`config.mk`:
```
export PLATFORM = sky130hd
export DESIGN_NAME = dvi_tx_top
export DESIGN_NICKNAME = d
export VERILOG_FILES = /design/src/display_pkg.sv /design/src/tmds_pkg.sv /design/src/tmds_chan_if.sv /design/src/pixel_source.sv /design/src/tmds_encoder.sv /design/src/tmds_serializer.sv /design/src/dvi_tx_top.sv
export VERILOG_INCLUDE_DIRS = /design/src
export SDC_FILE = /design/constraint.sdc
export NUM_CORES = 1
export LEC_CHECK = 0
export BUFFER_PORTS_ARGS = -buffer_cell sky130_fd_sc_hd__buf_2
export CORE_AREA = 4 4 140 142
export DETAILED_ROUTE_END_ITERATION = 10
export DIE_AREA = 0 0 144 146
export PLACE_DENSITY = 0.73
export SETUP_SLACK_MARGIN = 0.5
export SYNTH_ARGS = -nofsm -noshare
export SYNTH_HDL_FRONTEND = slang
export SYNTH_SLANG_ARGS = --single-unit
```
`constraint.sdc`:
```
create_clock -name clk -period 8.34 [get_ports clk]
set_input_delay 1.251 -clock clk [delete_from_list [all_inputs] [get_ports clk]]
set_output_delay 1.251 -clock clk [all_outputs]
set_load 0.02 [all_outputs]
```
`src/display_consts.svh`:
```
// ~~~~~~~~~~~~~~~~~~~~~~~~~~~~~~~~~~~~~~~~~~~~~~~~~~~~~~~~~~~~~~~~~~~~~~~~~~
// display constants for the small DVI test mode and the TMDS symbol length
// ~~~~~~~~~~~~~~~~~~~~~~~~~~~~~~~~~~~~~~~~~~~~~~~~~~~~~~~~~~~~~~~~~~~~~~~~~~
`ifndef DISPLAY_CONSTS_SVH
`define DISPLAY_CONSTS_SVH

// horizontal timing in pixels
`define H_ACTIVE 16
`define H_FP     2
`define H_SYNC   4
`define H_BP     2
// vertical timing in lines
`define V_ACTIVE 6
`define V_FP     1
`define V_SYNC   2
`define V_BP     1

`define SYNC_POL 1'b1  // sync pulses are asserted high
`define SYM_BITS 10    // bits per TMDS symbol, also clk cycles per pixel

`endif

```
`src/display_pkg.sv`:
```
// ~~~~~~~~~~~~~~~~~~~~~~~~~~~~~~~~~~~~~~~~~~~~~~~~~~~~~~~~~~~~~~~~~~~~~~~~~~
// display types for the pixel side, coordinates and colour channels
// ~~~~~~~~~~~~~~~~~~~~~~~~~~~~~~~~~~~~~~~~~~~~~~~~~~~~~~~~~~~~~~~~~~~~~~~~~~
package display_pkg;

    // screen position, signed so blanking regions could sit below zero
    typedef logic signed [15:0] coord_t;

    // system colour, one channel of RGB555
    typedef logic [4:0] colour5_t;

    // link colour as the TMDS encoder sees it
    typedef logic [7:0] colour8_t;

endpackage

```
`src/tmds_pkg.sv`:
```
// ~~~~~~~~~~~~~~~~~~~~~~~~~~~~~~~~~~~~~~~~~~~~~~~~~~~~~~~~~~~~~~~~~~~~~~~~~~
// TMDS link types and the DVI control period symbols
// ~~~~~~~~~~~~~~~~~~~~~~~~~~~~~~~~~~~~~~~~~~~~~~~~~~~~~~~~~~~~~~~~~~~~~~~~~~
package tmds_pkg;

    typedef logic [9:0] tmds_sym_t;           // one encoded symbol, sent LSB first
    typedef logic [1:0] tmds_ctrl_t;          // {c1, c0}, lane 0 carries {vsync, hsync}
    typedef logic signed [4:0] disparity_t;   // ones minus zeros, running count

    // control symbols, high transition count so the sink can find symbol edges
    localparam tmds_sym_t CTRL_SYM_00 = 10'b1101010100;
    localparam tmds_sym_t CTRL_SYM_01 = 10'b0010101011;
    localparam tmds_sym_t CTRL_SYM_10 = 10'b0101010100;
    localparam tmds_sym_t CTRL_SYM_11 = 10'b1010101011;

endpackage

```
`src/tmds_chan_if.sv`:
```
// ~~~~~~~~~~~~~~~~~~~~~~~~~~~~~~~~~~~~~~~~~~~~~~~~~~~~~~~~~~~~~~~~~~~~~~~~~~
// one colour channel from the pixel source to its TMDS encoder
// ~~~~~~~~~~~~~~~~~~~~~~~~~~~~~~~~~~~~~~~~~~~~~~~~~~~~~~~~~~~~~~~~~~~~~~~~~~
`timescale 1ns/10ps

interface tmds_chan_if;
    import display_pkg::*;
    import tmds_pkg::*;

    logic       stb;   // single cycle, no back-pressure
    logic       de;    // data enable, low selects a control symbol
    colour8_t   data;  // colour, valid with stb
    tmds_ctrl_t ctrl;  // control pair, used when de is low

    modport src (
        output stb, de, data, ctrl
    );

    modport enc (
        input stb, de, data, ctrl
    );

endinterface

```
`src/pixel_source.sv`:
```
// ~~~~~~~~~~~~~~~~~~~~~~~~~~~~~~~~~~~~~~~~~~~~~~~~~~~~~~~~~~~~~~~~~~~~~~~~~~
// pixel source, display timing and an arithmetic test pattern
// widens RGB555 to 8 bits per channel and fans out to three encoders
// ~~~~~~~~~~~~~~~~~~~~~~~~~~~~~~~~~~~~~~~~~~~~~~~~~~~~~~~~~~~~~~~~~~~~~~~~~~
`timescale 1ns/10ps
`include "display_consts.svh"

module pixel_source (
    input  logic     clk,
    input  logic     rst_n,
    input  logic     pix_stb,    // one per pixel, paced by the serializer
    tmds_chan_if.src chan [3]    // lane 0 blue, 1 green, 2 red
);
    import display_pkg::*;
    import tmds_pkg::*;

    localparam int H_TOTAL  = `H_ACTIVE + `H_FP + `H_SYNC + `H_BP;
    localparam int V_TOTAL  = `V_ACTIVE + `V_FP + `V_SYNC + `V_BP;
    localparam int HS_START = `H_ACTIVE + `H_FP;
    localparam int HS_END   = HS_START + `H_SYNC;
    localparam int VS_START = `V_ACTIVE + `V_FP;
    localparam int VS_END   = VS_START + `V_SYNC;

    coord_t     x;            // current pixel in line
    coord_t     y;            // current line in frame
    logic       line_end;
    logic       frame_end;
    logic       hsync;
    logic       vsync;
    logic       de;
    colour5_t   red;
    colour5_t   green;
    colour5_t   blue;
    colour8_t   lane_data [3];
    tmds_ctrl_t ctrl_q;       // {vsync, hsync} for lane 0
    logic       de_q;
    logic       stb_q;

    // 5 to 8 bits, top bits repeated below so full scale stays full scale
    function automatic colour8_t expand(input colour5_t c);
        return {c, c[4:2]};
    endfunction

    assign line_end  = (x == coord_t'(H_TOTAL - 1));
    assign frame_end = (y == coord_t'(V_TOTAL - 1));

    // timing decode from the counters
    assign hsync = (x >= HS_START && x < HS_END) ? `SYNC_POL : ~`SYNC_POL;
    assign vsync = (y >= VS_START && y < VS_END) ? `SYNC_POL : ~`SYNC_POL;
    assign de    = (x < `H_ACTIVE) && (y < `V_ACTIVE);

    // test pattern
    assign red   = colour5_t'(x);
    assign green = colour5_t'(y);
    assign blue  = colour5_t'(x + y);  // wraps mod 32

    always_ff @(posedge clk) begin
        if (!rst_n) begin
            x <= '0;
            y <= '0;
        end else if (pix_stb) begin
            if (line_end) begin
                x <= '0;
                y <= frame_end ? '0 : y + coord_t'(1);
            end else begin
                x <= x + coord_t'(1);
            end
        end
    end

    // strobe lags pix_stb by one clk, so the channel is valid in phase 0
    always_ff @(posedge clk) begin
        if (!rst_n) begin
            stb_q  <= 1'b0;
            de_q   <= 1'b0;
            ctrl_q <= '0;
        end else begin
            stb_q <= pix_stb;
            if (pix_stb) begin
                de_q   <= de;
                ctrl_q <= {vsync, hsync};
            end
        end
    end

    always_ff @(posedge clk) begin
        if (pix_stb) begin
            lane_data[0] <= expand(blue);
            lane_data[1] <= expand(green);
            lane_data[2] <= expand(red);
        end
    end

    // fan out, only lane 0 carries sync in the control period
    for (genvar i = 0; i < 3; i++) begin : g_lane
        assign chan[i].stb  = stb_q;
        assign chan[i].de   = de_q;
        assign chan[i].data = lane_data[i];
        assign chan[i].ctrl = (i == 0) ? ctrl_q : tmds_ctrl_t'(0);
    end

endmodule

```
`src/tmds_encoder.sv`:
```
// ~~~~~~~~~~~~~~~~~~~~~~~~~~~~~~~~~~~~~~~~~~~~~~~~~~~~~~~~~~~~~~~~~~~~~~~~~~
// DVI 8b/10b TMDS encoder with running disparity and control symbols
// ~~~~~~~~~~~~~~~~~~~~~~~~~~~~~~~~~~~~~~~~~~~~~~~~~~~~~~~~~~~~~~~~~~~~~~~~~~
`timescale 1ns/10ps

module tmds_encoder (
    input  logic                clk,
    input  logic                rst_n,
    tmds_chan_if.enc            chan,
    output tmds_pkg::tmds_sym_t sym,      // held until the next stb
    output logic                sym_stb   // one clk after chan.stb
);
    import display_pkg::*;
    import tmds_pkg::*;

    colour8_t   d;
    logic [3:0] n1d;          // ones in the input byte
    logic [3:0] n1q;          // ones in q_m[7:0]
    logic       use_xnor;
    logic [8:0] q_m;          // transition minimised word
    disparity_t bal;          // ones minus zeros of q_m[7:0]
    disparity_t disp;         // running disparity
    disparity_t disp_next;
    tmds_sym_t  data_sym;
    tmds_sym_t  ctrl_sym;

    assign d = chan.data;

    // transition minimisation, XNOR when the byte is ones heavy
    always_comb begin
        n1d = '0;
        for (int i = 0; i < 8; i++) begin
            n1d = n1d + 4'(d[i]);
        end
        use_xnor = (n1d > 4'd4) || (n1d == 4'd4 && !d[0]);
        q_m[0] = d[0];
        for (int i = 1; i < 8; i++) begin
            q_m[i] = use_xnor ? ~(q_m[i-1] ^ d[i]) : (q_m[i-1] ^ d[i]);
        end
        q_m[8] = ~use_xnor;  // tells the sink which chain was used
        n1q = '0;
        for (int i = 0; i < 8; i++) begin
            n1q = n1q + 4'(q_m[i]);
        end
        bal = disparity_t'({n1q, 1'b0}) - disparity_t'(8);
    end

    // DC balance, invert the word when it would push disparity further out
    always_comb begin
        data_sym[8] = q_m[8];
        if (disp == 0 || bal == 0) begin
            data_sym[9]   = ~q_m[8];
            data_sym[7:0] = q_m[8] ? q_m[7:0] : ~q_m[7:0];
            disp_next     = q_m[8] ? disp + bal : disp - bal;
        end else if ((disp > 0 && bal > 0) || (disp < 0 && bal < 0)) begin
            data_sym[9]   = 1'b1;  // inverted
            data_sym[7:0] = ~q_m[7:0];
            disp_next     = disp - bal + (q_m[8] ? disparity_t'(2) : disparity_t'(0));
        end else begin
            data_sym[9]   = 1'b0;
            data_sym[7:0] = q_m[7:0];
            disp_next     = disp + bal - (q_m[8] ? disparity_t'(0) : disparity_t'(2));
        end
    end

    always_comb begin
        unique case (chan.ctrl)
            2'b00:   ctrl_sym = CTRL_SYM_00;
            2'b01:   ctrl_sym = CTRL_SYM_01;
            2'b10:   ctrl_sym = CTRL_SYM_10;
            default: ctrl_sym = CTRL_SYM_11;
        endcase
    end

    always_ff @(posedge clk) begin
        if (!rst_n) begin
            disp    <= '0;
            sym_stb <= 1'b0;
        end else begin
            sym_stb <= chan.stb;
            if (chan.stb) begin
                disp <= chan.de ? disp_next : '0;  // control period restarts balance
            end
        end
    end

    always_ff @(posedge clk) begin
        if (chan.stb) begin
            sym <= chan.de ? data_sym : ctrl_sym;
        end
    end

endmodule

```
`src/tmds_serializer.sv`:
```
// ~~~~~~~~~~~~~~~~~~~~~~~~~~~~~~~~~~~~~~~~~~~~~~~~~~~~~~~~~~~~~~~~~~~~~~~~~~
// TMDS serializer, three data lanes plus clock lane, one bit per clk
// its phase counter sets the pixel rate for the whole pipeline
// ~~~~~~~~~~~~~~~~~~~~~~~~~~~~~~~~~~~~~~~~~~~~~~~~~~~~~~~~~~~~~~~~~~~~~~~~~~
`timescale 1ns/10ps
`include "display_consts.svh"

module tmds_serializer (
    input  logic                clk,
    input  logic                rst_n,
    input  tmds_pkg::tmds_sym_t sym [3],
    input  logic                sym_stb [3],
    output logic                pix_stb,     // phase 9 only
    output logic [2:0]          tmds_data,   // lane 0 blue, 1 green, 2 red
    output logic                tmds_clk
);
    import tmds_pkg::*;

    localparam int PH_LAST = `SYM_BITS - 1;
    // five low then five high in phase order, bit 0 goes out first
    localparam logic [`SYM_BITS-1:0] CLK_PAT = {{(`SYM_BITS/2){1'b1}}, {(`SYM_BITS/2){1'b0}}};

    logic [3:0]           phase;
    logic [`SYM_BITS-1:0] clk_pat;    // rotates once per pixel
    tmds_sym_t            hold [3];   // last symbol seen per lane
    tmds_sym_t            shift [3];
    logic                 have_sym;   // first sym_stb captured
    logic                 running;    // first load done, clock lane enabled

    assign pix_stb  = (phase == 4'(PH_LAST));
    assign tmds_clk = running & clk_pat[0];

    always_ff @(posedge clk) begin
        if (!rst_n) begin
            phase   <= '0;
            clk_pat <= CLK_PAT;
        end else begin
            phase   <= pix_stb ? '0 : phase + 4'd1;
            clk_pat <= {clk_pat[0], clk_pat[`SYM_BITS-1:1]};
        end
    end

    always_ff @(posedge clk) begin
        if (!rst_n) begin
            have_sym <= 1'b0;
            running  <= 1'b0;
        end else begin
            if (sym_stb[0] || sym_stb[1] || sym_stb[2]) have_sym <= 1'b1;
            if (pix_stb && have_sym) running <= 1'b1;
        end
    end

    for (genvar i = 0; i < 3; i++) begin : g_lane
        always_ff @(posedge clk) begin
            if (sym_stb[i]) hold[i] <= sym[i];
        end

        // load at phase 9, then LSB first during phases 0 to 9
        always_ff @(posedge clk) begin
            if (!rst_n) begin
                shift[i] <= '0;  // lane idles low before the first load
            end else if (pix_stb && have_sym) begin
                shift[i] <= hold[i];
            end else begin
                shift[i] <= shift[i] >> 1;
            end
        end

        assign tmds_data[i] = shift[i][0];
    end

endmodule

```
`src/dvi_tx_top.sv`:
```
// ~~~~~~~~~~~~~~~~~~~~~~~~~~~~~~~~~~~~~~~~~~~~~~~~~~~~~~~~~~~~~~~~~~~~~~~~~~
// DVI transmit top, pixel source, three TMDS encoders and the serializer
// ~~~~~~~~~~~~~~~~~~~~~~~~~~~~~~~~~~~~~~~~~~~~~~~~~~~~~~~~~~~~~~~~~~~~~~~~~~
`timescale 1ns/10ps

module dvi_tx_top (
    input  logic       clk,         // serial bit clock
    input  logic       rst_n,
    output logic [2:0] tmds_data,   // lane 0 blue, 1 green, 2 red
    output logic       tmds_clk     // clock lane, one period per pixel
);
    import tmds_pkg::*;

    logic      pix_stb;        // pixel pacing from the serializer
    tmds_sym_t sym [3];        // encoded symbol per lane
    logic      sym_stb [3];

    tmds_chan_if chan [3] ();  // source to encoder, one per colour

    pixel_source i_src (
        .clk     (clk),
        .rst_n   (rst_n),
        .pix_stb (pix_stb),
        .chan    (chan)
    );

    // identical encoders, lane index picks the colour
    for (genvar i = 0; i < 3; i++) begin : g_enc
        tmds_encoder i_enc (
            .clk     (clk),
            .rst_n   (rst_n),
            .chan    (chan[i]),
            .sym     (sym[i]),
            .sym_stb (sym_stb[i])
        );
    end

    tmds_serializer i_ser (
        .clk       (clk),
        .rst_n     (rst_n),
        .sym       (sym),
        .sym_stb   (sym_stb),
        .pix_stb   (pix_stb),
        .tmds_data (tmds_data),
        .tmds_clk  (tmds_clk)
    );

endmodule

```
; ---- Word-level counts from Yosys, hierarchy flattened
; Memory sizes are Yosys's and may differ from the RTL's.
; Cells that the tools add are included.
[op_classes]
add_sub_neg = 61
n_lt_le_gt_ge = 21
n_eq_ne = 8
n_mux = 77
bitwise = 56
n_reduce_logical = 34
[op_table]
columns = cell, count
row1 = 32-bit logical NOT, 6
row2 = 4-bit by 1-bit adder with 4-bit output, 36
row3 = 8-bit 2-to-1 mux, 9
row4 = 10-bit 2-to-1 mux, 7
row5 = 5-bit 2-to-1 mux, 12
row6 = 1-bit 2-to-1 mux, 40
row7 = 5-bit adder, 7
row8 = 16-bit by 6-bit less-than comparator with 1-bit output (second input constant), 2
row9 = 16-bit 2-to-1 mux, 2
row10 = 5-bit by 1-bit > comparator with 1-bit output (second input constant), 6
row11 = 5-bit by 1-bit less-than comparator with 1-bit output (second input constant), 6
row12 = 10-bit case mux with 3 select lines, 1
row13 = 5-bit subtractor, 6
row14 = 1-bit inverter, 25
row15 = 8-bit inverter, 3
row16 = 1-bit bitwise XOR, 21
row17 = 16-bit by 1-bit adder with 16-bit output (second input constant), 1
row18 = 16-bit by 2-bit adder with 16-bit output (second input constant), 1
row19 = 16-bit by 5-bit == test with 1-bit output (second input constant), 1
row20 = 16-bit by 6-bit == test with 1-bit output (second input constant), 1
row21 = 16-bit by 4-bit greater-or-equal comparator with 1-bit output (second input constant), 1
row22 = 16-bit by 6-bit greater-or-equal comparator with 1-bit output (second input constant), 1
row23 = 16-bit by 4-bit less-than comparator with 1-bit output (second input constant), 1
row24 = 16-bit by 5-bit less-than comparator with 1-bit output (second input constant), 1
row25 = other kinds (17), 60
[word_totals]
ff_bits = 98
ramBits = 84
inputBits = 2
output_inout_bits = 4
word_cells = 276
mem_count = 3
[mem_list]
columns = name, depth, width, rd, rd_clocked_by_memory_dff, wr, line
row1 = i_ser.hold, 3, 10, 3, 0, 3, tmds_serializer.sv:25  ; tmds_sym_t hold [3];
row2 = i_ser.shift, 3, 10, 3, 0, 3, tmds_serializer.sv:26  ; tmds_sym_t shift [3];
row3 = i_src.lane_data, 3, 8, 3, 0, 3, pixel_source.sv:34  ; colour8_t lane_data [3];

; ---- Depth between registers and ports, before layout
; An unclocked memory read counts as a cell.
[depth]
depth_word = 38
mapped_depth = 30
depth_no_buf = 27

; ---- Modules after synthesis
; Synthesis repeated with hierarchy kept, for this count alone.
[unflattened]
cells_unflattened = 1032
area_unflattened_um2 = 10913.0
[by_module_without_submodules]
columns = mod, instances, cells_each, area_each_um2, seq_area_each_um2
row1 = tmds_encoder at g_enc[0].i_enc ..., 2, 186, 1801.7, 400.4
row2 = tmds_serializer, 1, 207, 2813.9, 2122.0
row3 = pixel_source, 1, 278, 2661.3, 1171.1
row4 = tmds_encoder at g_enc[2].i_enc, 1, 175, 1834.3, 400.4

; ---- Worst setup path after synthesis
; OpenSTA, ideal clock, no wires.
[synth_timing]
path_kind = register to register
from = memory i_src.lane_data[0][21] in the netlist's numbering
to = register g_enc[2].i_enc.sym[7] (data pin)
setup_time_ns = 0.203
arrival_ns = 7.584
required_time_ns = 8.137
slack_ns = 0.553
path_stages_with_launch = 29
n_path_buf = 2
period_less_slack_ns = 7.787
path_cell_list = edfxtp_1 ha_1 inv_1 fa_1 fa_1 inv_1 fa_1 fa_1 nor3b_2 o21ai_1 a21oi_1 buf_2 xnor2_1 ha_1 inv_1 fa_1 inv_1 fa_1 fa_1 inv_1 fa_1 xnor2_1 ha_1 or4bb_1 o211a_2 buf_2 nor2_8 a21oi_1 a2111oi_1
[synth_lines]
columns = item, line
row1 = "start, declared", pixel_source.sv:34
row2 = "end signal, assigned", tmds_encoder.sv:89  ; sym <= chan.de ? data_sym : ctrl_sym;
row3 = "end, declared", tmds_encoder.sv:10  ; output tmds_pkg::tmds_sym_t sym,

==> summary.md <==
- **proportion of register bits with asynchronous set or reset after synthesis** 0
- **unrepaired setup endpoints after global routing** true
- **Placer Congestion** 0.902
- **Yosys warnings** 0
- **number of DRC markers after the initial detailed-route iteration** 275
- **WP data required** 8660 ps
- **total CTS buffers** 17
- **syn avg cell area** 10.9 um2
- **library cell with the highest instance count after synthesis** edfxtp_1
- **power density over cell area** 154 nW/um2
- **number of search-and-repair iterations in the first detailed-routing pass** 4
- **standard cell area after detailed placement** 10,300 um2
- **fraction of layout instances using a drive strength above 1** 0.102
- **crit path capture type** register
- **# fillers** 1,465
- **outcome** finished, final reports clean
- **latest clock arrival within the worst-skew pair** 430 ps
- **max-slew violation count** 0
- **count of clock tree sinks** 170
- **area inside the core boundary** 18,500 um2
- **worst setup path class** register to register
- **netlist area before placement** 9970 um2
- **Initial Utilization** 0.540
- **number of H-tree levels** 4
- **maximum number of pins on one net before global-route repair** 43
- **Layout Skew** 11.9 ps
- **clock tree root buffer cell** clkbuf_16
- **CTS tree** yes
- **detailed-route via count** 6,576
- **Seq/Total Area, Yosys** 0.447
- **total power after layout** 1.72 mW
- **die outline width** 144 um
- **number of remaining DRC errors** 0
- **min cycle time layout** 7710 ps
- **count of flip-flops with a built-in enable after synthesis** 105
- **Site Rows** 50
- **synth cell count leaders** edfxtp_1, inv_1, nor2_1
- **io pins** 6
- **area of all placed cells without fillers** 11,100 um2
- **clk buf depth** 2
- **top flip-flop cell by instance count after synthesis** edfxtp_1
- **placed wire-length estimate after detailed placement** 13,000 um
- **# setup viols final** 0
- **origin of the critical flop-to-flop path** i_src.lane_data[0][14]$_DFFE_PP_
- **start point of the critical path** i_src.lane_data[0][14]$_DFFE_PP_
- **ANT nets after route** 0
- **slew at the pin closest to its max-slew limit** 1130 ps
- **count of distinct cell types in the synthesized netlist** 76
- **total routing usage reported by global routing** 0.180
- **fraction of the cycle the final worst path needs** 0.925
- **clock-pin slew reported for the worst setup and hold paths after clock tree synthesis** 60 ps
- **max-capacitance violation count** 0
- **leakage power total** 4.48 nW
- **Max Freq** 130 MHz
- **number of hold violations in the final report** 0
- **final routed wirelength across all metal layers** 18,300 um
- **worst-case headroom to the max-slew limit** 0.246
- **first-pass GRT wire length** 30,500 um
- **Setup crit start kind** register
- **remaining global-route overflow** 0
- **cells taking the most area after synthesis** edfxtp_1, dfxtp_1, ha_1
- **largest driver fanout on the critical path** 6
- **Die ar.** 21,000 um2
- **DIE HEIGHT** 146 um
- **total number of nets in the final design** 1,069
- **antenna violations before repair** 0
- **number of I/O port buffers** 5
- **total inserted antenna cells** 0
- **via density per instance** 5.43
- **cell type contributing the most total cell area after synthesis** edfxtp_1
- **hold path startpoint** i_ser.clk_pat[6]$_SDFF_PN1_
- **area share of the largest cell type after synthesis** 0.316
- **HP Class** register to register
- **data arrival at the endpoint of the critical path** 8030 ps
- **synthesis-to-layout area growth** 11.8%
- **number of instances in the synthesized netlist** 918
- **flip-flop and latch count after synthesis** 170
- **Sum Neg Setup Slack** 0 ps
- **Max VDD drop** 0.143 mV
- **via count of the first global-routing pass** 6,312
- **cts-stage hold buffer count** 0
- **DR WL/cell** 15.1 um
registers in the layout, indices dropped and copies added, names as in the netlist:
| signal | cells |
|---|---|
| i_ser.have_sym | 1 |
| i_src.chan.stb | 1 |
| i_ser.clk_pat | 10 |
| i_src.y | 16 |
| i_ser.phase | 4 |
| i_src.chan.ctrl | 2 |
| g_enc.i_enc.sym | 30 |
| i_src.lane_data | 15 |
| g_enc.i_enc.disp | 12 |
| g_enc.i_enc.sym_stb | 1 |
| i_ser.shift | 30 |
| i_ser.running | 1 |
| i_ser.hold | 30 |
| i_src.chan.de | 1 |
| i_src.x | 16 |
metal layers:
layer  part of all wire  routed length (um)  up-vias  GRT usage
met3              0.039                 706       35     0.0384
met1               0.47                8550     3142      0.250
li1                   -                   -     3289          -
met4              0.025                 465        0     0.0621
met5                  0                   0        -          0
met2               0.47                8550      110      0.281
per-stage QoR:
step / instances / hold slack, ps / utilization / setup slack (ps)
2_1_floorplan: 947 / 386 / - / 553
3_3_place_gp: 1164 / 396 / 0.559 / 464
3_5_place_dp: 1164 / 395 / 0.559 / 297
4_1_cts: 1198 / 411 / 0.591 / 419
5_1_grt: 1212 / 420 / 0.604 / 324
6_report: 1212 / 409 / 0.604 / 627
final cells by class:
type                            count  area [um2]  share of cell area
Clock buffer                       19         433              0.0389
Clock inverter                     13         109             0.00977
Inverter                           85         319              0.0286
Multi-Input combinational cell    661        5320               0.477
Sequential cell                   170        4450               0.400
Tap cell                          234         293              0.0263
Timing Repair Buffer               30         213              0.0191
layout by cell type (no fill, tap or decap), drive strengths merged, types with 15 or more instances in the layout:
master  count
clkbuf     19
nor3       15
nand3      27
ha         71
nor2       75
o21ai      29
fa         31
edfxtp    105
a22o       28
xnor2      69
inv        93
buf        30
a21oi      48
xor2       33
nand2      46
conb       30
dfxtp      65
worst max-delay path, stage by stage (launching register included):
cell	delay, ps
edfxtp_1	440
ha_4	310
inv_1	60
fa_1	450
fa_1	500
inv_1	50
fa_1	390
fa_1	460
or3b_4	450
a22oi_2	200
and2_4	180
xnor2_1	60
ha_1	270
inv_1	50
fa_1	500
inv_1	50
fa_1	490
fa_1	420
inv_1	90
fa_2	510
fa_1	510
ha_1	240
xor2_1	170
nor3_1	70
a211oi_2	230
nor2_1	60
a2111oi_1	350
power by group:
part | leakage, nW | switching [mW] | total (mW) | internal (mW)
sequential | 1.51 | 0.00434 | 0.901 | 0.897
clock | 0.263 | 0.345 | 0.734 | 0.390
combinational | 2.71 | 0.0475 | 0.0818 | 0.0343
total | 4.48 | 0.396 | 1.72 | 1.32
cell families after synthesis:
group	count (synthesis)	share of synthesized area
simple gates	247	0.129
flops	170	0.447
compound gates	167	0.115
buf+inv	116	0.0464
xor+xnor	106	0.102
fa+ha+maj	102	0.151
mux	9	0.00904
other cells	1	0.000376
what timing repair did:
action	4_1_cts	5_1_grt
setup buffers	2	14
resized for setup	5	22
endpoints found under the setup margin	22	35
pin swaps	1	8
final timing paths:
| check | endpoint | slack [ps] | cells after the start |
|---|---|---|---|
| worst max-delay path | g_enc[1].i_enc.disp[3]$_SDFFE_PN0P_ | 630 | 26 |
| worst min-delay path | i_ser.clk_pat[5]$_SDFF_PN1_ | 410 | 1 |
| worst max register to register | g_enc[1].i_enc.disp[3]$_SDFFE_PN0P_ | 630 | 26 |
| worst min register to register | i_ser.clk_pat[5]$_SDFF_PN1_ | 410 | 1 |
(Power assumes the default switching activity.)
